## src/rv_core_cfg.svh

```systemverilog
`ifndef RV_CORE_CFG_SVH
`define RV_CORE_CFG_SVH

// datapath width
`define XLEN 32

// x0..x31
`define REG_ADDR_W 5
`define REG_NUM (1 << `REG_ADDR_W)

// instruction memory, word addressed
`define IMEM_AW 6
`define IMEM_DEPTH (1 << `IMEM_AW)

// immediate field of I-type
`define IMM_I_W 12

`endif

```

## src/rv_isa_pkg.sv

```systemverilog
`include "rv_core_cfg.svh"

package rv_isa_pkg;

    typedef logic [`XLEN-1:0]       word_t;
    typedef logic [`REG_ADDR_W-1:0] reg_addr_t;
    typedef logic [`IMEM_AW-1:0]    imem_addr_t;

    // instruction fields
    typedef logic [6:0]             opcode_t;
    typedef logic [2:0]             func3_t;
    typedef logic [6:0]             func7_t;
    typedef logic [`IMM_I_W-1:0]    imm_i_t;

    localparam opcode_t OPC_TYPE_I = 7'b0010011; // op-imm
    localparam opcode_t OPC_TYPE_R = 7'b0110011; // op

    localparam func3_t  F3_ADDI    = 3'b000;
    localparam func3_t  F3_ADD_SUB = 3'b000;

    localparam func7_t  F7_ADD     = 7'b0000000;
    localparam func7_t  F7_SUB     = 7'b0100000;

    // ecall, all other fields zero
    localparam word_t   INST_ECALL = 32'h0000_0073;

endpackage

```

## src/ex.sv

```systemverilog
`timescale 1ns/1ps

module ex
    import rv_isa_pkg::*;
(
    input  word_t     inst_i,
    input  word_t     op1_i,
    input  word_t     op2_i,
    input  reg_addr_t rd_addr_i,
    input  logic      reg_wen_i,
    input  logic      valid_i,
    output word_t     rd_wdata_o,
    output reg_addr_t rd_waddr_o,
    output logic      reg_wen_o
);

    opcode_t opcode;
    func3_t  func3;
    func7_t  func7;

    assign opcode = inst_i[6:0];
    assign func3  = inst_i[14:12];
    assign func7  = inst_i[31:25];

    always_comb begin
        rd_wdata_o = '0;
        rd_waddr_o = '0;
        reg_wen_o  = 1'b0;
        if (valid_i) begin
            case (opcode)
                OPC_TYPE_I: begin
                    if (func3 == F3_ADDI) begin
                        rd_wdata_o = op1_i + op2_i;
                        rd_waddr_o = rd_addr_i;
                        reg_wen_o  = reg_wen_i;
                    end
                end
                OPC_TYPE_R: begin
                    if (func3 == F3_ADD_SUB) begin
                        if (func7 == F7_ADD) begin
                            rd_wdata_o = op1_i + op2_i;
                            rd_waddr_o = rd_addr_i;
                            reg_wen_o  = reg_wen_i;
                        end else if (func7 == F7_SUB) begin
                            rd_wdata_o = op1_i - op2_i;  // rs1 - rs2
                            rd_waddr_o = rd_addr_i;
                            reg_wen_o  = reg_wen_i;
                        end
                    end
                end
                default: begin
                    // unsupported, retires without write
                    reg_wen_o = 1'b0;
                end
            endcase
        end
    end

endmodule

```

## config.mk

```make
export PLATFORM = sky130hd
export DESIGN_NAME = ex
export DESIGN_NICKNAME = d
export VERILOG_FILES = /design/src/rv_isa_pkg.sv /design/src/ex.sv
export VERILOG_INCLUDE_DIRS = /design/src
export SDC_FILE = /design/constraint.sdc
export NUM_CORES = 1
export LEC_CHECK = 0
export ABC_AREA = 1
export BUFFER_PORTS_ARGS = -buffer_cell sky130_fd_sc_hd__buf_2
export CAP_MARGIN = 5
export CORE_UTILIZATION = 40
export DETAILED_ROUTE_END_ITERATION = 6
export PLACE_DENSITY = 0.73
export SLEW_MARGIN = 40
export SYNTH_ARGS = -nofsm -noshare
export SYNTH_HDL_FRONTEND = slang
export SYNTH_SLANG_ARGS = --single-unit
export TNS_END_PERCENT = 50
```

## constraint.sdc

```tcl
create_clock -name vclk -period 4.2
set_input_delay 0 -clock vclk [all_inputs]
set_output_delay 0 -clock vclk [all_outputs]
set_load 0.02 [all_outputs]
```

# Word level (Yosys, flattened, before mapping)
# Cells that the tools add are included.
# word_totals
in_bits,103
reg_bits,0
wordCells,25
# op_classes
n_addsub,2
n_eq_ne,3
n_reduce_logical,2
mux,18
# ops
op,n
$mux W32,5
$pmux W32 S2,1
$add A32 B32 Y32,1
$sub A32 B32 Y32,1
$mux W5,5
$eq A7 B6 Y1 const B,2
$pmux W5 S2,1
$eq A7 B5 Y1 const B,1
$logic_not A7 Y1,1
$mux W1,5
$logic_not A3 Y1,1
$pmux W1 S2,1

# Depth between registers and ports, before layout
# logic_depth
ltp_word,6
depth_mapped,17

# Least setup slack after synthesis
# Ideal clock, no wire load.
# synth_path
kind,input-to-output
start,input port op1_i[0]
end,output port rd_wdata_o[22]
required_ns,4.200
t_arrival_ns,1.742
path_buffers,0
cell_stages,14
path_slack_ns,2.458
cell_sequence,inv_1 > ha_1 > fa_1 > inv_1 > nand3_1 > nand3_1 > nand2_1 > nand2_1 > nand2_1 > a21oi_1 > nor2_1 > nand2_1 > nand3_1 > a21oi_1
# synth_via
elab_chain_len,6
word_cells_on_any_way,8
cone_classes,add/sub (2); mux (6)
# synth_lines
item,line,text
from (decl),ex.sv:7,"input word_t op1_i,"
$sub A32 B32 Y32,ex.sv:45,rd_wdata_o = op1_i - op2_i;
$mux W32,ex.sv:44,end else if (func7 == F7_SUB) begin
$mux W32,ex.sv:40,if (func7 == F7_ADD) begin
$mux W32,ex.sv:39,if (func3 == F3_ADD_SUB) begin
$pmux W32 S2 (*),ex.sv:30,case (opcode)
$mux W32 (*),ex.sv:29,if (valid_i) begin
to (decl),ex.sv:12,"output word_t rd_wdata_o,"
# Mark *: on every way between the ends. The rest lies on a longest branch, timed or not.

# Worst setup path in the final report
# Ends and elaborated chain as after synthesis.

==> flow_summary.toml <==
[logic_synthesis]
synth_area_leader_cell = "nand2_1"
synth_top_area_share = 0.263
ys_top_cells_by_count = "nand2_1, inv_1, nor2_1"
synth.area.top_cells = "nand2_1, inv_1, ha_1"
synth_warnings = 0
netlist_instances = 1166
mappedNetlistNets = 1334
synth_cell_types = 42
yosysMostFrequentCell = "nand2_1"
synth-seq-area-share = 0
synth_area_um2 = 5630
synth_area_per_cell_um2 = 4.83

[cells_and_area]
nClkBuffers = 0
regArea_um2 = 0
multiInputGateArea_um2 = 4500
drive_gt1_frac = 0.138
design.seq.count = 0
area_delta_synth_final_pct = 12.1
fill_cells = 1588
n_antenna_cell = 0
nNetsFinal = 1433

[floorplan]
die_h_um = 121
core_um2 = 13500
die_width_um = 121
pin_count = 141
initial_utilization = 0.417
rows = 42
die_area_um2 = 14600

[critical_path]
crit_arrival_ns = 2.30
critPathCaptureType = "primary output"
cp-start-kind = "input port"
crit_type = "in2out"
crit_chain = "buf_2, inv_1, ha_1, fa_1, inv_1, nand3_1, nand3_1, nand2_1, nand2_1, nand2_1, a21oi_1, nor2_1, nand2_1, nand3_1, a21oi_1, buf_2"
critPathMaxStageDelay_ns = 0.39
crit_start = "op1_i[0]"
path_common_cell = "nand2_1"
crit_required_ns = 4.20
cpMaxStageDelayCell = "fa_1"
crit_fanout = 4

[placed_design]
dpl.hpwl_um = 16900
dp_slack_ns = 1.95
io_buffers = 126
place_congestion = 0.971

[route]
drtAntennaViolNets = 0
vias = 7248
drc = 0
drtIter0Drc = 673
first_pass_iters = 5
drt-total-wl_um = 19300
avgViaCountPerCell = 5.04
wl_per_cell_um = 13.4

[hold_path]
hold_start = "reg_wen_i"
hold_class = "in2out"

[run]
cap_violations = 0

[sta]
fin_crit_sh = 0.547
setup_viol = 0
setup_ws_ns = 1.90
worst_pin_slew_ns = 0.662
hold_viol = 0
rsz0062_at_grt = "false"
final.setup.tns_ns = 0
slew_headroom = 0.557
fmax_mhz = 436
fin_crit_ns = 2.30
slew_viol_final = 0

[power]
p_leak_nw = 4.04
vdd.ir_drop.worst_mv = 0.0652
p_per_area_nw_per_um2 = 112

[cts]
cts_hold_buf = 0
cts_resized = 0
postCtsSetupBuffers = 0

[grt]
grt_overflow_total = 0
grt_usage = 0.259
antenna_found_initial = 0
grt_pass1_vias = 6233
grt_max_degree = 17
grt_pass1_wl_um = 30200

[status]
status = "finished, final reports clean"
## where the power goes
group	internal (mW)	switching (mW)	leakage, nW	total, mW
logic	0.229	0.480	4.04	0.709
clock network	0	0	0	0
registers	0	0	0	0
## critical path, delay by kind of cell
kind                       cells  cell delay, ns
and+or+nand+nor                8            0.79
AOI/OAI and AO/OA              2            0.43
buffers and inverters          4            0.48
adders and majority gates      2            0.59
## kinds of logic (layout without fill, tap and decap cells)
group	count (synthesis)	in the layout	share of synthesized area
AOI/OAI and AO/OA	131	131	0.130
xor gates and xnor gates	4	4	0.00622
adders and majority gates	65	65	0.147
buffers and inverters	285	382	0.201
and+or+nand+nor	681	681	0.515
## final cells by class
class              count  share of cell area
multi-input cells    881               0.713
well taps            176              0.0349
repair buffers       126              0.0999
inverters            256               0.153
## routing by layer
layer	wire [um]	global-route usage
met5	0	0
met4	195	0.0231
met3	1370	0.00660
met2	8650	0.441
met1	9130	0.375
## layout by cell type (no fill, tap or decap), types with 2 or more instances in the layout
cell type	n
fa_1	2
a21oi_1	72
nand4_1	11
and2_1	3
xor2_1	4
o21ai_1	7
nand3_1	100
nand2_1	395
nor3_2	4
nor2_2	10
nand3b_1	2
a21oi_2	4
nand2_2	6
or2_2	5
inv_1	251
nand4_2	2
o21ai_0	31
o21bai_4	2
nor3_1	3
buf_2	126
ha_1	63
nor2_1	128
nand3_2	5
inv_2	4
o21bai_1	10
## final timing paths
kind | to | slack, ns | cells after the start
worst max-delay path | rd_wdata_o[22] | 1.90 | 16
worst min-delay path | reg_wen_o | 0.31 | 4
## stage by stage
step / std cells / util / cell area, um^2 / power [mW] / hold WS (ns)
floorplan: 1166 / - / 5630 / 0.500 / 0.119
global placement: 1439 / 0.468 / 6310 / 0.687 / 0.307
detailed placement: 1439 / 0.468 / 6310 / 0.693 / 0.311
CTS: 1439 / 0.468 / 6310 / 0.697 / 0.312
global route: 1439 / 0.468 / 6310 / 0.793 / 0.329
finish: 1439 / 0.468 / 6310 / 0.709 / 0.311
Power figures use the tool's default switching activity.
