`src/rv_core_cfg.svh`:
```
`ifndef RV_CORE_CFG_SVH
`define RV_CORE_CFG_SVH

// datapath width
`define XLEN 32

// x0..x31
`define REG_ADDR_W 5
`define REG_NUM (1 << `REG_ADDR_W)

// instruction memory, word addressed
`define IMEM_AW 6
`define IMEM_DEPTH (1 << `IMEM_AW)

// immediate field of I-type
`define IMM_I_W 12

`endif

```
`src/rv_isa_pkg.sv`:
```
`include "rv_core_cfg.svh"

package rv_isa_pkg;

    typedef logic [`XLEN-1:0]       word_t;
    typedef logic [`REG_ADDR_W-1:0] reg_addr_t;
    typedef logic [`IMEM_AW-1:0]    imem_addr_t;

    // instruction fields
    typedef logic [6:0]             opcode_t;
    typedef logic [2:0]             func3_t;
    typedef logic [6:0]             func7_t;
    typedef logic [`IMM_I_W-1:0]    imm_i_t;

    localparam opcode_t OPC_TYPE_I = 7'b0010011; // op-imm
    localparam opcode_t OPC_TYPE_R = 7'b0110011; // op

    localparam func3_t  F3_ADDI    = 3'b000;
    localparam func3_t  F3_ADD_SUB = 3'b000;

    localparam func7_t  F7_ADD     = 7'b0000000;
    localparam func7_t  F7_SUB     = 7'b0100000;

    // ecall, all other fields zero
    localparam word_t   INST_ECALL = 32'h0000_0073;

endpackage

```
`src/regs.sv`:
```
`timescale 1ns/1ps

`include "rv_core_cfg.svh"

module regs
    import rv_isa_pkg::*;
(
    input  logic      clk_i,
    input  logic      arst_n_i,
    input  logic      we_i,
    input  reg_addr_t waddr_i,
    input  word_t     wdata_i,
    input  reg_addr_t raddr1_i,
    input  reg_addr_t raddr2_i,
    output word_t     rdata1_o,
    output word_t     rdata2_o,
    input  reg_addr_t dbg_raddr_i,
    output word_t     dbg_rdata_o
);

    word_t rf_q [`REG_NUM];

    // decode read with write-through from ex
    function automatic word_t read_fwd(input reg_addr_t addr);
        word_t val;
        if (addr == '0) begin
            val = '0;
        end else if (we_i && (waddr_i == addr)) begin
            val = wdata_i;   // same cycle write
        end else begin
            val = rf_q[addr];
        end
        return val;
    endfunction

    always_ff @(posedge clk_i or negedge arst_n_i) begin
        if (!arst_n_i) begin
            for (int i = 0; i < `REG_NUM; i++) begin
                rf_q[i] <= '0;
            end
        end else if (we_i && (waddr_i != '0)) begin
            rf_q[waddr_i] <= wdata_i;
        end
    end

    assign rdata1_o    = read_fwd(raddr1_i);
    assign rdata2_o    = read_fwd(raddr2_i);
    assign dbg_rdata_o = rf_q[dbg_raddr_i];

endmodule

```
`config.mk`:
```
export PLATFORM = sky130hd
export DESIGN_NAME = regs
export DESIGN_NICKNAME = d
export VERILOG_FILES = /design/src/rv_isa_pkg.sv /design/src/regs.sv
export VERILOG_INCLUDE_DIRS = /design/src
export SDC_FILE = /design/constraint.sdc
export NUM_CORES = 2
export LEC_CHECK = 0
export BUFFER_PORTS_ARGS = -buffer_cell sky130_fd_sc_hd__buf_2
export CORE_ASPECT_RATIO = 1.2
export CORE_MARGIN = 2
export CORE_UTILIZATION = 40
export CTS_CLUSTER_DIAMETER = 60
export DETAILED_ROUTE_END_ITERATION = 10
export SETUP_SLACK_MARGIN = 0.3
export SYNTH_ARGS = -nofsm -noshare
export SYNTH_HDL_FRONTEND = slang
export SYNTH_SLANG_ARGS = --single-unit
```
`constraint.sdc`:
```
create_clock -name clk_i -period 4.85 [get_ports clk_i]
set_clock_uncertainty 0.05 [all_clocks]
set_input_delay 0.97 -clock clk_i [delete_from_list [all_inputs] [get_ports clk_i]]
set_output_delay 0.97 -clock clk_i [all_outputs]
set_load 0.05 [all_outputs]
```
# Word level (Yosys, flattened, before mapping)
# Index checks and enable logic that the tools add are counted.
# Widths: inputs -> output; s select.
# classes
n_lt_le_gt_ge	5
n_eq_ne	2
n_mux	16
bitwise_logic	4
n_reduce_logical	7
# ops
operator	n
$bwmux 1024	1
$bmux 32 s5	3
$mux 32	11
$demux 32 s5	1
$ge 6x6->1 const B	4
$not 5->6	4
$eq 5x5->1	2
$logic_not 5->1	2
$lt 6x1->1 const B	1
$reduce_bool 5->1	1
$logic_and 1x1->1	4
# word_totals
register_bits	1024
in_bits	55
out_inout_bits	96

# Logic depth before layout (Yosys ltp)
# depth
word_depth	6
depth_mapped	11
ltp_nobuf	6

# Worst setup path before layout
# Ideal clock, no wire load.
# synth_path
path_type	in2out
start	input raddr2_i[0]
end	output rdata2_o[18]
arrival_time_ps	3437
required_ps	3830
slack_ps	393
stages	11
path_buffers	5
cell_sequence	buf_4 -> buf_6 -> buf_6 -> buf_6 -> buf_6 -> mux2i_1 -> a22oi_1 -> o211ai_1 -> o22ai_1 -> nor2_1 -> nor3_1
# synth_between
elab_chain_cells	6
word_cells_on_any_way	9
classes_between	eq/ne: 1; mux: 5; bitwise: 1; reduce/logical: 2
# synth_rtl
item	line_no	source
from (decl)	regs.sv:14	input reg_addr_t raddr2_i,
$not 5->6 (not written as such)	regs.sv:31	val = rf_q[addr];
$bmux 32 s5	regs.sv:31	
$mux 32 (not written as such) (2 in series)	regs.sv:31	
$mux 32	regs.sv:28	end else if (we_i && (waddr_i == addr)) begin
$mux 32 (*)	regs.sv:26	if (addr == '0) begin
to (decl)	regs.sv:16	output word_t rdata2_o,
# Every way passes the cells marked *; elsewhere a longest branch is shown, timed or not. The select of a mux whose other input is x is not followed.

# Worst setup path in the final report
# layout_path
start	input raddr2_i[2]
end	output rdata2_o[12]
# The elaborated chain is that of the path after synthesis.

==> results.cfg <==
[yosys]
synth_xor_area_frac = 0.00139
synthArstFlopShare = 1.00
syn-cell-area_mm2 = 0.0629
yosysWarnings = 0
ys.flop_type = dfrtp_1
synth_edf_count = 0
muxShareOfSynthArea = 0.482
synth_area_leader_cell = dfrtp_1
synth_compound_area_frac = 0.0490
synthCells = 4332
ys_types = 52
synth_seq_cells = 1024
seq_area_frac_synth = 0.407
synth_top_cell_area_share = 0.407
synth_simple_gate_area_frac = 0.0240
yosys-top-cells-area = dfrtp_1 (41%), mux4_2 (26%), mux2_2 (19%), mux2i_1 (4.1%), clkbuf_1 (1.7%)
synth_fa_ha_area_frac = 0
syn-num-nets = 4387
synth_top_family_by_area = multiplexers
synth.avg_cell_area_um2 = 14.5

[hold_path]
hold_path.class = primary input to asynchronous set/reset pin

[floorplan]
num_io_pins = 151
coreArea_mm2 = 0.156
dieArea_mm2 = 0.161
die_w_um = 366
start_util = 0.402
chipHeight_um = 438
placementRows = 159

[timing]
final.period_utilization = 0.933
min_period_ns = 4.53
worst_pin_slew_ns = 1.16
setup_viol_count_final = 0
tns_ns = 0
slew_headroom = 0.229
slew_violations = 0
setup_slack_ns = 0.323
finalHoldViolCount = 0
max_freq_mhz = 221
rsz0062_at_grt = false

[clock_tree]
worstSkewPairLatency_ns = 0.77
cts_htree_levels = 3
cts_made_buffers = 112
clock-sinks = 1024
clkTransAtPathRegs_ns = 0.06
cts_hold_buf = 0
clockBufferDepth = 3
cts_root_buffer = clkbuf_16
tritoncts = built

[place]
dp_hpwl_mm = 150
place_ws_ns = -0.0361
placed_area_mm2 = 0.0681
gp_congestion = 0.880
portBuffers = 150

[grt]
grt_pass1_vias = 45010
grt_usage = 0.295
grt_util_met2 = 0.452
grtUsageMet1 = 0.393
met3_usage = 0.0714
antenna_found_initial = 18
grt_pass1_wl_mm = 342
grt_max_degree = 117
grt_busiest_layer = met2
grt_overflow = 0

[critical_path]
start_kind = primary input
endpoint = rdata2_o[12]
r2r_cells = 1
r2r-start = rf_q[856]
path_max_fanout = 34
required_ns = 3.83
arrival_ns = 3.51
path_class = primary input to output port
rr_endpoint = rf_q[856]
crit_start = raddr2_i[2]
end_kind = output port
r2r_slack_ns = 3.97

[finish]
largest_register_ffs = 1024
drive_gt1_frac = 0.547
final_area_mm2 = 0.0722
finalNetCount = 4430
final_core_util = 0.462
seq_area_mm2 = 0.0256
num-fill-cells = 13890
multiInputGateArea_mm2 = 0.0354
final_common_cell = mux2_2
layout_common_cells = mux2_2 (1,039), dfrtp_1 (1,024), mux4_2 (713)
areaGrowthSynthToFinish_pct = 14.7
regMostFlops = rf_q
largestRegisters = rf_q x1024

[routing]
postRouteWirelength_mm = 238
dr.first_iter.drc_count = 5266
vias = 44831
wl_per_cell_um = 36.3
first_pass_iters = 5
ant_nets = 0
via_per_inst = 6.83
drc = 0

[flow_run]
drv_cap = 0

[power]
p_seq_frac = 0.409
leakage_uw = 0.0304
clock_power_share = 0.320
ir_drop_mv = 0.281
internal-power_uw = 19900
p_per_area_mw_per_mm2 = 400
power_uw = 28800
p_comb_frac = 0.270
sw_frac_of_total = 0.311
switching_power_uw = 8980

[status]
status = finished clean
[stage by stage]
stage / cells / hold WS [ns]
6_report: 6562 / 0.204
5_1_grt: 6559 / 0.253
4_1_cts: 6556 / 0.219
3_5_place_dp: 6351 / 0.338
3_3_place_gp: 6351 / 0.335
2_1_floorplan: 4332 / 0.391
[kinds of logic after synthesis]
| family | Yosys count |
|---|---|
| mux | 2009 |
| flops | 1024 |
| buf+inv | 515 |
| compound gates | 455 |
| simple gates | 319 |
| xor+xnor | 10 |
[repair_timing]
item | 4_1_cts | 5_1_grt
pin swaps | 0 | 2
endpoints found under the hold margin | 0 | 0
buffers inserted | 0 | 3
setup endpoints to repair | 3 | 17
resized for setup | 4 | 10
[Yosys cell counts, types with 4 or more instances]
| cell | number |
|---|---|
| a211o_1 | 8 |
| a211oi_1 | 24 |
| a21oi_1 | 55 |
| a221oi_1 | 25 |
| a22oi_1 | 99 |
| a31oi_1 | 12 |
| and2_1 | 9 |
| and3_1 | 5 |
| buf_1 | 85 |
| buf_2 | 97 |
| buf_4 | 30 |
| buf_6 | 16 |
| clkbuf_1 | 281 |
| dfrtp_1 | 1024 |
| inv_1 | 4 |
| mux2_2 | 1039 |
| mux2i_1 | 257 |
| mux4_2 | 713 |
| nand2_1 | 84 |
| nand2b_1 | 7 |
| nand3_1 | 39 |
| nand3b_1 | 6 |
| nor2_1 | 86 |
| nor2b_1 | 21 |
| nor3_1 | 34 |
| nor3b_1 | 4 |
| nor4_1 | 5 |
| o211ai_1 | 53 |
| o21ai_0 | 70 |
| o22a_1 | 16 |
| o22ai_1 | 74 |
| or2_2 | 6 |
| or3_1 | 6 |
| xor2_1 | 7 |
[worst max-delay path: stages]
cell     delay (ns)
buf_6          0.35
buf_4          0.57
nor4_4         0.14
nor2_1         0.14
o21ai_2        0.08
buf_4          0.24
or3_1          0.41
nand3_1        0.35
buf_12         0.20
[layer usage]
metal / share of wire / vias up
met3: 0.098 / 576
met2: 0.46 / 2679
li1: - / 17312
met4: 0.055 / 18
met5: 0.00046 / -
met1: 0.39 / 24246
[worst min path at each step]
stage | startpoint | end | slack, ns
finish | arst_n_i | rf_q[433] | 0.20
global route | arst_n_i | rf_q[433] | 0.25
CTS | arst_n_i | rf_q[433] | 0.22
detailed placement | rf_q[1021] | rf_q[1021] | 0.34
global placement | rf_q[1021] | rf_q[1021] | 0.33
floorplan | rf_q[1021] | rf_q[1021] | 0.39
[power by group through the flow]
stage                     Combinational [µW]  Sequential (µW)  Clock (µW)
final                                   7790            11800        9240
after global routing                    8180            12000        9700
after CTS                               7780            11700        9330
after detailed placement                7740            11900           0
after global placement                  7640            11800           0
after floorplan                         5610            11300           0
[final cells by class]
class | instances | area share
diodes | 3 | 0.000104
clock buffers | 156 | 0.0452
clock inverters | 49 | 0.00915
inverters | 6 | 0.000329
multi-input cells | 2793 | 0.490
flip-flops and latches | 1024 | 0.355
well taps | 2093 | 0.0363
repair buffers | 438 | 0.0641
No activity file was read; power rests on OpenSTA's default activity.
