===== config.mk =====
export PLATFORM = sky130hd
export DESIGN_NAME = core_ctrl
export DESIGN_NICKNAME = d
export VERILOG_FILES = /design/src/rv_ctrl_pkg.sv /design/src/rv_isa_pkg.sv /design/src/core_ctrl.sv
export VERILOG_INCLUDE_DIRS = /design/src
export SDC_FILE = /design/constraint.sdc
export NUM_CORES = 1
export LEC_CHECK = 0
export BUFFER_PORTS_ARGS = -buffer_cell sky130_fd_sc_hd__buf_2
export CORE_AREA = 5 5 42 44
export CTS_CLUSTER_SIZE = 14
export DETAILED_ROUTE_END_ITERATION = 6
export DIE_AREA = 0 0 47 49
export HOLD_SLACK_MARGIN = 0.06
export PLACE_DENSITY = 0.6
export SYNTH_ARGS = -nofsm -noshare
export SYNTH_HDL_FRONTEND = slang
export SYNTH_SLANG_ARGS = --single-unit

===== constraint.sdc =====
create_clock -name clk_i -period 1.5 [get_ports clk_i]
set_input_delay 0.15 -clock clk_i [delete_from_list [all_inputs] [get_ports clk_i]]
set_output_delay 0.15 -clock clk_i [all_outputs]
set_load 0.1 [all_outputs]

===== src/rv_core_cfg.svh =====
`ifndef RV_CORE_CFG_SVH
`define RV_CORE_CFG_SVH

// datapath width
`define XLEN 32

// x0..x31
`define REG_ADDR_W 5
`define REG_NUM (1 << `REG_ADDR_W)

// instruction memory, word addressed
`define IMEM_AW 6
`define IMEM_DEPTH (1 << `IMEM_AW)

// immediate field of I-type
`define IMM_I_W 12

`endif


===== src/rv_ctrl_pkg.sv =====
package rv_ctrl_pkg;

    typedef enum logic [1:0] {
        ST_IDLE  = 2'd0,  // waiting for start
        ST_RUN   = 2'd1,
        ST_DRAIN = 2'd2,  // ecall seen, letting ex retire
        ST_HALT  = 2'd3
    } core_state_e;

endpackage


===== src/rv_isa_pkg.sv =====
`include "rv_core_cfg.svh"

package rv_isa_pkg;

    typedef logic [`XLEN-1:0]       word_t;
    typedef logic [`REG_ADDR_W-1:0] reg_addr_t;
    typedef logic [`IMEM_AW-1:0]    imem_addr_t;

    // instruction fields
    typedef logic [6:0]             opcode_t;
    typedef logic [2:0]             func3_t;
    typedef logic [6:0]             func7_t;
    typedef logic [`IMM_I_W-1:0]    imm_i_t;

    localparam opcode_t OPC_TYPE_I = 7'b0010011; // op-imm
    localparam opcode_t OPC_TYPE_R = 7'b0110011; // op

    localparam func3_t  F3_ADDI    = 3'b000;
    localparam func3_t  F3_ADD_SUB = 3'b000;

    localparam func7_t  F7_ADD     = 7'b0000000;
    localparam func7_t  F7_SUB     = 7'b0100000;

    // ecall, all other fields zero
    localparam word_t   INST_ECALL = 32'h0000_0073;

endpackage


===== src/core_ctrl.sv =====
`timescale 1ns/1ps

module core_ctrl
    import rv_isa_pkg::*;
    import rv_ctrl_pkg::*;
(
    input  logic       clk_i,
    input  logic       arst_n_i,
    input  logic       start_i,
    input  logic       halt_seen_i,
    input  logic       ex_busy_i,
    output imem_addr_t pc_o,
    output logic       fetch_en_o,
    output logic       if_valid_o,
    output logic       flush_o,
    output logic       halted_o
);

    core_state_e state_q;
    core_state_e state_d;
    imem_addr_t  pc_q;
    logic        if_valid_q;
    logic        start_ok;

    assign start_ok = start_i && ((state_q == ST_IDLE) || (state_q == ST_HALT));

    always_comb begin
        state_d = state_q;
        case (state_q)
            ST_IDLE, ST_HALT: begin
                if (start_ok) begin
                    state_d = ST_RUN;
                end
            end
            ST_RUN: begin
                if (halt_seen_i) begin
                    state_d = ST_DRAIN;
                end
            end
            ST_DRAIN: begin
                if (!ex_busy_i) begin  // last older instr written
                    state_d = ST_HALT;
                end
            end
            default: state_d = ST_IDLE;
        endcase
    end

    always_ff @(posedge clk_i or negedge arst_n_i) begin
        if (!arst_n_i) begin
            state_q    <= ST_IDLE;
            pc_q       <= '0;
            if_valid_q <= 1'b0;
        end else begin
            state_q    <= state_d;
            if_valid_q <= fetch_en_o;
            if (start_ok) begin
                pc_q <= '0;
            end else if (fetch_en_o) begin
                pc_q <= pc_q + 1'b1;
            end
        end
    end

    // stop fetching in the cycle ecall is decoded
    assign fetch_en_o = (state_q == ST_RUN) && !halt_seen_i;
    assign flush_o    = halt_seen_i || (state_q != ST_RUN);
    assign pc_o       = pc_q;
    assign if_valid_o = if_valid_q;
    assign halted_o   = (state_q == ST_HALT);

endmodule


* Word level (Yosys, flattened, before mapping)
Index checks and enable logic that the tools add are counted.
** Operators by class
- Add/subtract/negate cells :: 1
- Equality and inequality tests :: 7
- Multiplexer cells :: 6
- Reductions and logical operators :: 9
** Operators by type and width (number)
- $mux 6 :: 2
- $add 6x1->6 const B :: 1
- $mux 2 :: 3
- $ne 2x2->1 const B :: 3
- $pmux 2 s3 :: 1
- $eq 2x2->1 const B :: 2
- $reduce_and 3->1 :: 1
- $eq 2x1->1 const B :: 1
- $logic_and 1x1->1 :: 2
- $logic_not 2->1 :: 1
- $logic_or 1x1->1 :: 2
- $ne 2x1->1 const B :: 1
- $reduce_bool 2->1 :: 1
- $reduce_or 2->1 :: 1
- $logic_not 1->1 :: 1
** Word-level totals
- Bits in registers :: 9
- Input port bits :: 5
- Output and inout port bits :: 10
- Word-level logic and storage cells :: 26

* Logic depth before layout (Yosys ltp)
- Depth after elaboration :: 5
- Depth in mapped cells :: 7
- Gate-level depth less buffers :: 6

* Worst setup path after synthesis
No wires, ideal clock.
- Path type :: reg-to-reg
- Start :: register state_q[1]
- End :: register pc_q[4] (netlist: pc_o[4])
- Setup time :: 126 ps
- Data arrival time :: 1915 ps
- Data required time :: 1374 ps
- Path slack :: -542 ps
- Cell stages (with the launch flop) :: 8
- Buffers on the path :: 1
- Period minus slack after synthesis :: 2042 ps
- Cell sequence :: dfrtp_1 inv_1 ha_1 nand2b_1 buf_6 inv_1 nand4_1 mux2i_1
** Between the ends
- Elaborated cells on any way between the ends :: 8
- Classes of those cells :: eq/ne: 2; mux: 1; reduce/logical: 5
** RTL lines
- start: declaration :: RTL line core_ctrl.sv:19 : core_state_e state_q;
- start signal: assignment :: RTL line core_ctrl.sv:55 : state_q <= state_d;
- $eq 2x1->1 :: RTL line core_ctrl.sv:66 : assign fetch_en_o = (state_q == ST_RUN) && !halt_seen_i;
- $logic_and 1x1->1 :: RTL line core_ctrl.sv:66
- net fetch_en_o :: RTL line core_ctrl.sv:13 : output logic fetch_en_o,
- $reduce_bool 2->1 (no source line)
- end signal: assignment :: RTL line core_ctrl.sv:60 : pc_q <= pc_q + 1'b1;
- end: declaration :: RTL line core_ctrl.sv:21 : imem_addr_t pc_q;
The timed path passes the listed nets, and every way through them passes these cells.
A chain may end at the register's enable or synchronous reset.

* Worst setup path after layout
- Start :: register state_q[0]
- End :: output port fetch_en_o
** Between the ends
- Word-level cells in the longest chain between the ends :: 2
** RTL lines (RTL line)
- $eq 2x1->1 :: core_ctrl.sv:66
- $logic_and 1x1->1 :: core_ctrl.sv:66
- end: declaration :: core_ctrl.sv:13
No other way between the ends.

==> summary.md <==
| Metric | Value |
|---|---|
| Synthesized area | 474.2 um^2 |
| Max stage delay cell, worst path | dfrtp_1 |
| Period utilization | 99.34% |
| Die W | 47 um |
| # fillers | 137 |
| Root Driver | clkbuf_4 |
| CP required | 1.35 ns |
| Hold_ws | 0.2045 ns |
| Primary FF master, synth | dfrtp_1 |
| DRC | 0 |
| Post-synth ARST share | 100.0% |
| Share of layout cells above drive strength 1 | 50.70% |
| First DRT Iteration DRCs | 6 |
| DR WL met2 | 600 um |
| Max cap viols | 0 |
| I/O pins | 15 |
| Crit path time final | 1.490 ns |
| DR WL/cell | 13.70 um |
| Clock Path Buffers | 2 |
| Clk slew on worst S/H paths | 0.06 ns |
| # rows | 14 |
| Drt pass-1 iters | 4 |
| Cell Chain, Critical Path | ha_4 > nand2b_4 > buf_6 > clkinvlp_4 > buf_12 |
| I/O Buffers | 14 |
| Nature of the critical path endpoint | output pin |
| CTS tree | built |
| Placed cells | 77 |
| WP buf/inv | 3 |
| Final setup viols | 0 |
| Routed via count | 446 |
| Top delay family on crit path | buffers and inverters |
| VDD IR max | 0.001300 V |
| Met1 wire length | 473 um |
| Pins Over Slew Limit | 0 |
| Warnings, synthesis | 0 |
| CTS H-tree depth | 1 |
| Hold Vio Cnt, Final | 0 |
| Unrepaired setup endpoints after global routing | true |
| Core ar. | 1401 um^2 |
| Initial core utilization | 33.84% |
| GRT Util Overall | 12.05% |
| Worst hold path type | in2reg |
| Clk sink count | 9 |
| Register area share after synthesis | 47.49% |
| Routed met3 length | 62 um |
| Post-layout nets | 81 |
| CP Data Arrival Time | 1.34 ns |
| Layout Cells excl Fill | 87 |
| Post-DP HPWL | 787 um |
| Post-synth EDFFs | 0 |
| Synth top cells by count | dfrtp_1, nand2_1, ha_1 |
| Outcome | finished, final reports clean |
| Fmax | 671.1 MHz |
| Post-synthesis net count | 56 |
| Cell variety after synth | 21 |
| Area share of the largest cell type after synthesis | 47.49% |
| Area Growth Syn to Fin | 51.45% |
| Mapped Cells | 47 |
| Critical path type | reg2out |
| CP Launch Type | flop |
| Util after Layout | 51.25% |
| Relative slew slack | 67.76% |
| Most frequent cell after synthesis | dfrtp_1 |
| Most area-consuming cells after synthesis | dfrtp_1, ha_1, nand2_1 |
| Largest net degree at the start of global routing | 10 |
| Crit-path max FO | 4 |
| Final WL | 1192 um |
| Initial antenna violation count | 0 |
| Die Y | 49 um |
| Global-route wire length before repair | 1959 um |
| Setup Skew | 0.0004270 ns |
| Slew @ Worst Pin | 0.4870 ns |
| Diodes inserted | 0 |
| Post-synth top area cell | dfrtp_1 |
| Synthesized area per cell | 10.09 um^2 |
| Slowest stage delay, CP | 0.41 ns |
| Final GP Congestion | 0.7364 |
| Vias in the first global route | 421 |
| Vias/cell | 5.126 |
| GR Overflow Total | 0 |
| Leak Pwr | 0.3579 nW |
| Pwr Total | 1.646 mW |
| CTS Buf Count | 3 |
| Latest clock arrival within the worst-skew pair | 0.26 ns |
| DRT antenna net count | 0 |
| Pwr Density | 2292 nW/um^2 |
| #FFs+latches synth | 9 |
| DR top layer | met4 |
| Die area | 2303 um^2 |
[worst reg2reg max path, cell delays in order, from the launching register on]
cell,delay [ns]
dfrtp_1,0.41
ha_4,0.18
nand2b_4,0.08
buf_6,0.13
clkinvlp_4,0.11
buf_4,0.16
nand4_1,0.09
mux2i_1,0.19
[sequential cells by signal, summed over array words and instances, names as in the netlist]
name        count
pc_o            6
state_q         2
if_valid_o      1
[routing by layer]
metal | vias to the layer above | global-route usage, %
li1 | 210 | -
met1 | 206 | 14.80
met2 | 20 | 16.52
met3 | 10 | 4.059
met4 | 0 | 9.217
met5 | - | 0
[path summary, 6_finish.rpt]
check,startpoint,to,slack [ns],cells after the start
max in group asynchronous,arst_n_i,pc_o[2],1.01,2
worst min-delay path,start_i,pc_o[4],0.20,4
min in group asynchronous,arst_n_i,pc_o[4],0.29,2
worst max-delay path,state_q[0],fetch_en_o,0.01,5
worst max register to register,state_q[0],pc_o[4],0.08,7
worst min register to register,pc_o[1],pc_o[1],0.57,2
[power by group]
part / internal (mW) / leakage, nW / switching (mW)
Combinational: 0.366 / 0.231 / 0.744
Sequential: 0.303 / 0.112 / 0.0468
Clock: 0.103 / 0.0150 / 0.0844
[cells by family after synthesis]
kind of cell               synth area share [%]
and+or+nand+nor                           22.17
adders and majority gates                 10.55
buffers and inverters                     4.749
muxes                                     4.222
AOI/OAI and AO/OA                         7.124
xor gates and xnor gates                  3.695
DFF                                       47.49
[metrics by stage]
stage               instance area (um^2)  setup slack (ns)  TNS (ns)
floorplan                          494.2           -0.4005    -1.349
global placement                   601.8           0.06127         0
detailed placement                 601.8           0.03256         0
CTS                                696.9           0.01636         0
global route                       718.2          -0.05590  -0.08062
finish                             718.2          0.009835         0
[layout by cell type, fill, tap and decap left out]
master,count
buf_2,11
nand2_1,7
dfrtp_1,5
buf_4,5
clkbuf_4,4
dfrtp_2,4
a21oi_1,3
inv_2,2
nand3_1,2
nor2_1,2
nand2b_1,2
mux2i_1,2
ha_1,2
ha_4,2
buf_12,2
nand2b_4,1
clkinvlp_4,1
o31ai_1,1
or4_1,1
and2_1,1
nand3b_1,1
xor2_1,1
xnor2_1,1
and3_2,1
o22ai_2,1
nand4_1,1
o21ai_0,1
or3_2,1
clkbuf_1,1
dlygate4sd3_1,1
buf_6,1
[what timing repair did]
action | CTS | global route
gates resized for setup | 4 | 4
setup buffers | 5 | 0
hold endpoints to repair | 9 | 0
hold buffers | 1 | 0
pin swaps | 1 | 1
setup endpoints to repair | 2 | 5
[final cells by class]
type / instances / area (um^2) / area share [%]
multi-input cells: 34 / 265.3 / 36.93
flip-flops and latches: 9 / 230.2 / 32.06
repair buffers: 21 / 161.4 / 22.47
well taps: 16 / 20.02 / 2.787
clock buffers: 4 / 26.28 / 3.659
inverters: 3 / 15.01 / 2.091
(Power assumes the default switching activity.)
