`src/rv_core_cfg.svh`:
```
`ifndef RV_CORE_CFG_SVH
`define RV_CORE_CFG_SVH

// datapath width
`define XLEN 32

// x0..x31
`define REG_ADDR_W 5
`define REG_NUM (1 << `REG_ADDR_W)

// instruction memory, word addressed
`define IMEM_AW 6
`define IMEM_DEPTH (1 << `IMEM_AW)

// immediate field of I-type
`define IMM_I_W 12

`endif

```
`src/rv_isa_pkg.sv`:
```
`include "rv_core_cfg.svh"

package rv_isa_pkg;

    typedef logic [`XLEN-1:0]       word_t;
    typedef logic [`REG_ADDR_W-1:0] reg_addr_t;
    typedef logic [`IMEM_AW-1:0]    imem_addr_t;

    // instruction fields
    typedef logic [6:0]             opcode_t;
    typedef logic [2:0]             func3_t;
    typedef logic [6:0]             func7_t;
    typedef logic [`IMM_I_W-1:0]    imm_i_t;

    localparam opcode_t OPC_TYPE_I = 7'b0010011; // op-imm
    localparam opcode_t OPC_TYPE_R = 7'b0110011; // op

    localparam func3_t  F3_ADDI    = 3'b000;
    localparam func3_t  F3_ADD_SUB = 3'b000;

    localparam func7_t  F7_ADD     = 7'b0000000;
    localparam func7_t  F7_SUB     = 7'b0100000;

    // ecall, all other fields zero
    localparam word_t   INST_ECALL = 32'h0000_0073;

endpackage

```
`src/id.sv`:
```
`timescale 1ns/1ps

`include "rv_core_cfg.svh"

module id
    import rv_isa_pkg::*;
(
    input  logic      clk_i,
    input  logic      arst_n_i,
    input  word_t     inst_i,
    input  logic      inst_valid_i,
    input  logic      flush_i,
    output reg_addr_t rs1_addr_o,
    output reg_addr_t rs2_addr_o,
    input  word_t     rs1_data_i,
    input  word_t     rs2_data_i,
    output logic      halt_seen_o,
    output word_t     inst_o,
    output word_t     op1_o,
    output word_t     op2_o,
    output reg_addr_t rd_addr_o,
    output logic      reg_wen_o,
    output logic      valid_o
);

    opcode_t   opcode;
    func3_t    func3;
    func7_t    func7;
    imm_i_t    imm;
    reg_addr_t rd;
    word_t     op2;
    logic      supported;
    logic      wen;

    assign opcode = inst_i[6:0];
    assign rd     = inst_i[11:7];
    assign func3  = inst_i[14:12];
    assign func7  = inst_i[31:25];
    assign imm    = inst_i[31:20];

    assign rs1_addr_o = inst_i[19:15];
    assign rs2_addr_o = inst_i[24:20];

    assign supported = ((opcode == OPC_TYPE_I) && (func3 == F3_ADDI)) ||
                       ((opcode == OPC_TYPE_R) && (func3 == F3_ADD_SUB) &&
                        ((func7 == F7_ADD) || (func7 == F7_SUB)));
    assign wen = supported && (rd != '0);   // x0 writes dropped here

    // imm for op-imm, rs2 otherwise
    assign op2 = (opcode == OPC_TYPE_I) ? {{(`XLEN-`IMM_I_W){imm[`IMM_I_W-1]}}, imm}
                                        : rs2_data_i;

    assign halt_seen_o = inst_valid_i && (inst_i == INST_ECALL);

    // id_ex control
    always_ff @(posedge clk_i or negedge arst_n_i) begin
        if (!arst_n_i) begin
            valid_o   <= 1'b0;
            reg_wen_o <= 1'b0;
        end else begin
            valid_o   <= inst_valid_i && !flush_i;  // ecall is flushed here
            reg_wen_o <= inst_valid_i && !flush_i && wen;
        end
    end

    // id_ex payload
    always_ff @(posedge clk_i) begin
        inst_o    <= inst_i;
        op1_o     <= rs1_data_i;
        op2_o     <= op2;
        rd_addr_o <= rd;
    end

endmodule

```
`config.mk`:
```
export PLATFORM = sky130hd
export DESIGN_NAME = id
export DESIGN_NICKNAME = d
export VERILOG_FILES = /design/src/rv_isa_pkg.sv /design/src/id.sv
export VERILOG_INCLUDE_DIRS = /design/src
export SDC_FILE = /design/constraint.sdc
export NUM_CORES = 1
export LEC_CHECK = 0
export ABC_AREA = 1
export BUFFER_PORTS_ARGS = -buffer_cell sky130_fd_sc_hd__buf_2
export CORE_AREA = 2 2 89 109
export CTS_CLUSTER_SIZE = 30
export DETAILED_ROUTE_END_ITERATION = 8
export DIE_AREA = 0 0 91 111
export PLACE_DENSITY = 0.72
export SLEW_MARGIN = 10
export SYNTH_ARGS = -nofsm -noshare
export SYNTH_HDL_FRONTEND = slang
export SYNTH_SLANG_ARGS = --single-unit
```
`constraint.sdc`:
```
create_clock -name clk_i -period 0.8 [get_ports clk_i]
set_clock_uncertainty 0.2 [all_clocks]
set_input_delay 0.04 -clock clk_i [delete_from_list [all_inputs] [get_ports clk_i]]
set_output_delay 0.04 -clock clk_i [all_outputs]
set_load 0.01 [all_outputs]
```
# --- After elaboration in Yosys (flattened, before gate mapping) ---
# Cells that the tools add are included.
op_classes:
  n_mux: 1
  n_reduce_logical: 13
  n_eq_ne: 4
op_table:
  columns: ["op", "count"]
  rows:
  - ["32-bit by 7-bit == test with 1-bit output, second input constant", 1]
  - ["32-bit two-way mux", 1]
  - ["7-bit by 6-bit == test with 1-bit output, second input constant", 2]
  - ["7-bit by 5-bit == test with 1-bit output, second input constant", 1]
  - ["1-bit logical AND", 7]
  - ["7-bit logical NOT", 1]
  - ["5-bit nonzero test", 1]
  - ["3-bit logical NOT", 1]
  - ["1-bit logical OR", 2]
  - ["1-bit logical NOT", 1]
totals:
  input_bits: 100
  regBits: 103
  elab_cells: 24
  output_inout_bits: 114

# --- Logic depth before layout (Yosys ltp) ---
depth:
  depth_word: 6
  depth_mapped: 8
  ltp_nobuf: 7

# --- Worst setup path after synthesis ---
# No wires, ideal clock.
synth_timing:
  path_kind: "input to register"
  startpoint: "in inst_i[3]"
  endpoint: "reg op2_o[31]"
  arrival_time_ns: 0.638
  path_slack_ns: -0.151
  t_required_ns: 0.487
  n_path_buf: 1
  setup_ns: 0.113
  cell_stages: 7
  path_cell_list: "nor2_1 nand2_1 inv_1 nand2_2 buf_2 nand2_1 nand2_1"
synth_between:
  elab_chain_len: 2
synth_rtl:
  columns: ["element", "line", "source"]
  rows:
  - ["start: declaration", "id.sv:10", "input word_t inst_i,"]
  - ["7-bit by 5-bit == test with 1-bit output", "id.sv:50", "assign op2 = (opcode == OPC_TYPE_I) ? {{(`XLEN-`IMM_I_W){imm[`IMM_I_W-1]}}, imm}"]
  - ["32-bit two-way mux", "id.sv:50", null]
  - ["net op2[31]", "id.sv:31", "word_t op2;"]
  - ["end signal: assignment", "id.sv:70", "op2_o <= op2;"]
  - ["end: declaration", "id.sv:20", "output word_t op2_o,"]
# The timed path passes the listed nets, and every way through them passes these cells.

# --- Worst setup path in the final report ---
layout_timing:
  startpoint: "reg op1_o[0]"
  endpoint: "out op1_o[0]"
layout_lines:
  columns: ["element", "line", "source"]
  rows:
  - ["start: declaration", "id.sv:19", "output word_t op1_o,"]
  - ["start signal: assignment", "id.sv:69", "op1_o <= rs1_data_i;"]
# No word-level cell between the ends.

==> impl_metrics.py <==
metrics = {
    "worst_setup_path": {
        "crit_type": "reg -> out",
        "cp-end-kind": "output port",
        "max_stage_delay_ns": 0.35,
        "critPathBufInv": 1,
        "worstPathRequired_ns": 0.56,
        "cp_num_cells": 1,
        "arrival_ns": 0.83,
        "path_delay_family": "flip-flops",
        "start_kind": "register",
        "path_max_fanout": 1,
        "path_cells": "buf_2",
        "crit_slowest_cell": "dfxtp_1",
    },
    "job": {
        "maxCapViolations": 0,
    },
    "final_layout": {
        "fin_nets": 665,
        "fin_util": 0.649,
        "fillers": 703,
        "final_cell_area_um2": 5960,
        "drive_gt1_frac": 0.656,
        "area_delta_synth_final_pct": 124,
        "multi_input_comb_area_um2": 737,
        "layoutNonFillerInstCount": 693,
        "regArea_um2": 2040,
        "num_antenna_cells": 0,
    },
    "route": {
        "drc": 0,
        "vias": 2943,
        "postRouteAntennaNets": 0,
        "wl_per_cell_um": 15.8,
        "drtPass1Iterations": 4,
        "vias_per_cell": 4.25,
        "routed_wl_um": 11000,
        "drt_iter0_drc": 86,
    },
    "power_and_ir_drop": {
        "p_per_area_nw_per_um2": 1930,
        "clkPwrFrac": 0.395,
        "max-vdd-ir-drop_mv": 0.952,
        "power.leakage_nw": 2.92,
        "p_comb_frac": 0.145,
        "power_switching_w": 0.00280,
        "p_int_w": 0.00870,
        "switching_share": 0.243,
        "seq_power_share": 0.460,
    },
    "sta": {
        "finalMaxSlewViolations": 0,
        "hold_viol_final": 40,
        "fmax_mhz": 933,
        "slew_headroom": 0.781,
        "worstMarginPinSlew_ns": 0.327,
        "setup_viol": 141,
        "whs_ns": -0.383,
        "period_share": 1.34,
        "rsz0062_at_grt": "true",
        "worst_slack_ns": -0.272,
        "min_period_ns": 1.07,
    },
    "hold_path": {
        "hold_depth": 1,
        "hp-class": "in -> reg",
        "whs_endpoint": "inst_o[5]$_DFF_P_",
        "hold_start": "inst_i[5]",
    },
    "logic_synthesis": {
        "synthCells": 243,
        "syn_area_um2": 2660,
        "yosysWarnings": 0,
        "ys_seq_area_frac": 0.742,
        "synth-seq-cells": 98,
        "synth.distinct_cells": 14,
        "syn-num-nets": 343,
        "syn_area_per_cell_um2": 10.9,
    },
    "floorplan": {
        "dieArea_um2": 10100,
        "die_y_um": 111,
        "initial_core_util": 0.290,
        "row_count": 39,
        "die_w_um": 91,
        "core_area_um2": 9170,
        "boundaryPins": 214,
    },
    "clock_tree": {
        "clockBufferDepth": 2,
        "path_clk_slew_ns": 0.08,
        "cts_made_buffers": 9,
        "cts_tree": "done",
        "cts_root_buffer": "clkbuf_16",
        "htree_levels": 3,
        "cts_sinks": 98,
    },
    "run_status": {
        "violations": "hold timing, setup timing",
        "status": "finished, violations left",
    },
    "global_routing": {
        "grt_max_degree": 20,
        "grt_overflow_total": 0,
        "antenna_found_initial": 0,
        "grt_pass1_vias": 3188,
        "grt_pass1_wl_um": 15500,
        "grt_usage": 0.197,
    },
    "place": {
        "gp_congestion": 0.725,
        "dpl.cell_count": 584,
        "dpl_cell_area_um2": 3920,
        "place_hpwl_um": 5870,
        "portBuffers": 213,
        "dp_slack_ns": -0.469,
    },
}
per-layer routing:
metal / global-route usage / wire length (um) / vias up
li1: - / - / 1389
met5: 0 / 0 / -
met3: 0.0462 / 578 / 31
met2: 0.382 / 6350 / 146
met4: 0.113 / 425 / 0
met1: 0.182 / 3600 / 1377
power groups by stage:
stage	sequential, W	clock (W)	combinational [W]
CTS	0.00523	0.00460	0.00144
detailed placement	0.00532	0	0.000991
finish	0.00529	0.00454	0.00166
floorplan	0.00547	0	0.000203
global route	0.00531	0.00484	0.00177
global placement	0.00531	0	0.000976
through the flow:
stage / setup TNS (ns) / power [W] / hold slack [ns]
after floorplan: -4.13 / 0.00567 / -0.456
after global placement: -12.92 / 0.00629 / -0.375
after detailed placement: -13.66 / 0.00631 / -0.372
after CTS: -26.89 / 0.0113 / -0.409
after global routing: -32.16 / 0.0119 / -0.396
final: -28.00 / 0.0115 / -0.383
cell families after synthesis:
family | after synthesis | synth area share
and+or+nand+nor | 110 | 0.173
DFF | 98 | 0.742
AOI/OAI and AO/OA | 4 | 0.00753
buffers and inverters | 31 | 0.0776
final cells by class:
type | instances | share of cell area
clock buffers | 9 | 0.0378
clock inverters | 7 | 0.0157
inverters | 9 | 0.00693
multi-input cells | 117 | 0.124
flip-flops and latches | 98 | 0.342
well taps | 123 | 0.0258
repair buffers | 330 | 0.448
timing repair:
item | 4_1_cts | 5_1_grt
pin swaps | 13 | 13
gates resized for setup | 91 | 113
buffers inserted | 7 | 2
cloned | 7 | 0
setup endpoints to repair | 127 | 140
endpoints found under the hold margin | 100 | 39
hold buffers | 77 | 5
flip-flops by register name, summed over array words and instances (netlist names):
register,count
inst_o,32
op1_o,32
op2_o,32
reg_wen_o,1
valid_o,1
cells in the mapped netlist:
cell type / count / share of area
a21oi_1: 1 / 0.0019
buf_2: 3 / 0.0056
buf_4: 15 / 0.042
buf_6: 4 / 0.017
dfrtp_1: 2 / 0.019
dfxtp_1: 96 / 0.72
inv_1: 9 / 0.013
nand2_1: 74 / 0.10
nand2_2: 1 / 0.0024
nand3_1: 13 / 0.024
nand3_4: 1 / 0.0066
nor2_1: 20 / 0.028
nor3b_4: 1 / 0.0071
o21ai_0: 3 / 0.0056
placed cells by master (no fill, tap or decap), types with 2 or more instances in the layout:
| master | n |
|---|---|
| buf_6 | 66 |
| nand2_4 | 8 |
| nand3_2 | 3 |
| nor2_4 | 4 |
| buf_12 | 6 |
| buf_2 | 151 |
| buf_16 | 2 |
| o21ai_2 | 3 |
| inv_1 | 7 |
| nand2_2 | 23 |
| dfrtp_1 | 2 |
| dlygate4sd3_1 | 78 |
| nor2_1 | 11 |
| dfxtp_1 | 44 |
| nand2_1 | 43 |
| inv_6 | 2 |
| nand3_4 | 4 |
| inv_8 | 3 |
| buf_4 | 25 |
| dfxtp_2 | 52 |
| nand3_1 | 10 |
| nor2_2 | 5 |
| clkbuf_16 | 9 |
worst max-delay path by stage:
stage,startpoint,endpoint,slack [ns]
detailed placement,inst_i[5],op2_o[14]$_DFF_P_,-0.47
floorplan,inst_i[5],op2_o[31]$_DFF_P_,-0.14
global placement,inst_i[5],op2_o[13]$_DFF_P_,-0.42
global route,inst_i[3],halt_seen_o,-0.34
CTS,reg_wen_o$_DFF_PN0_,reg_wen_o,-0.29
finish,op1_o[0]$_DFF_P_,op1_o[0],-0.27
(Power assumes the default switching activity.)
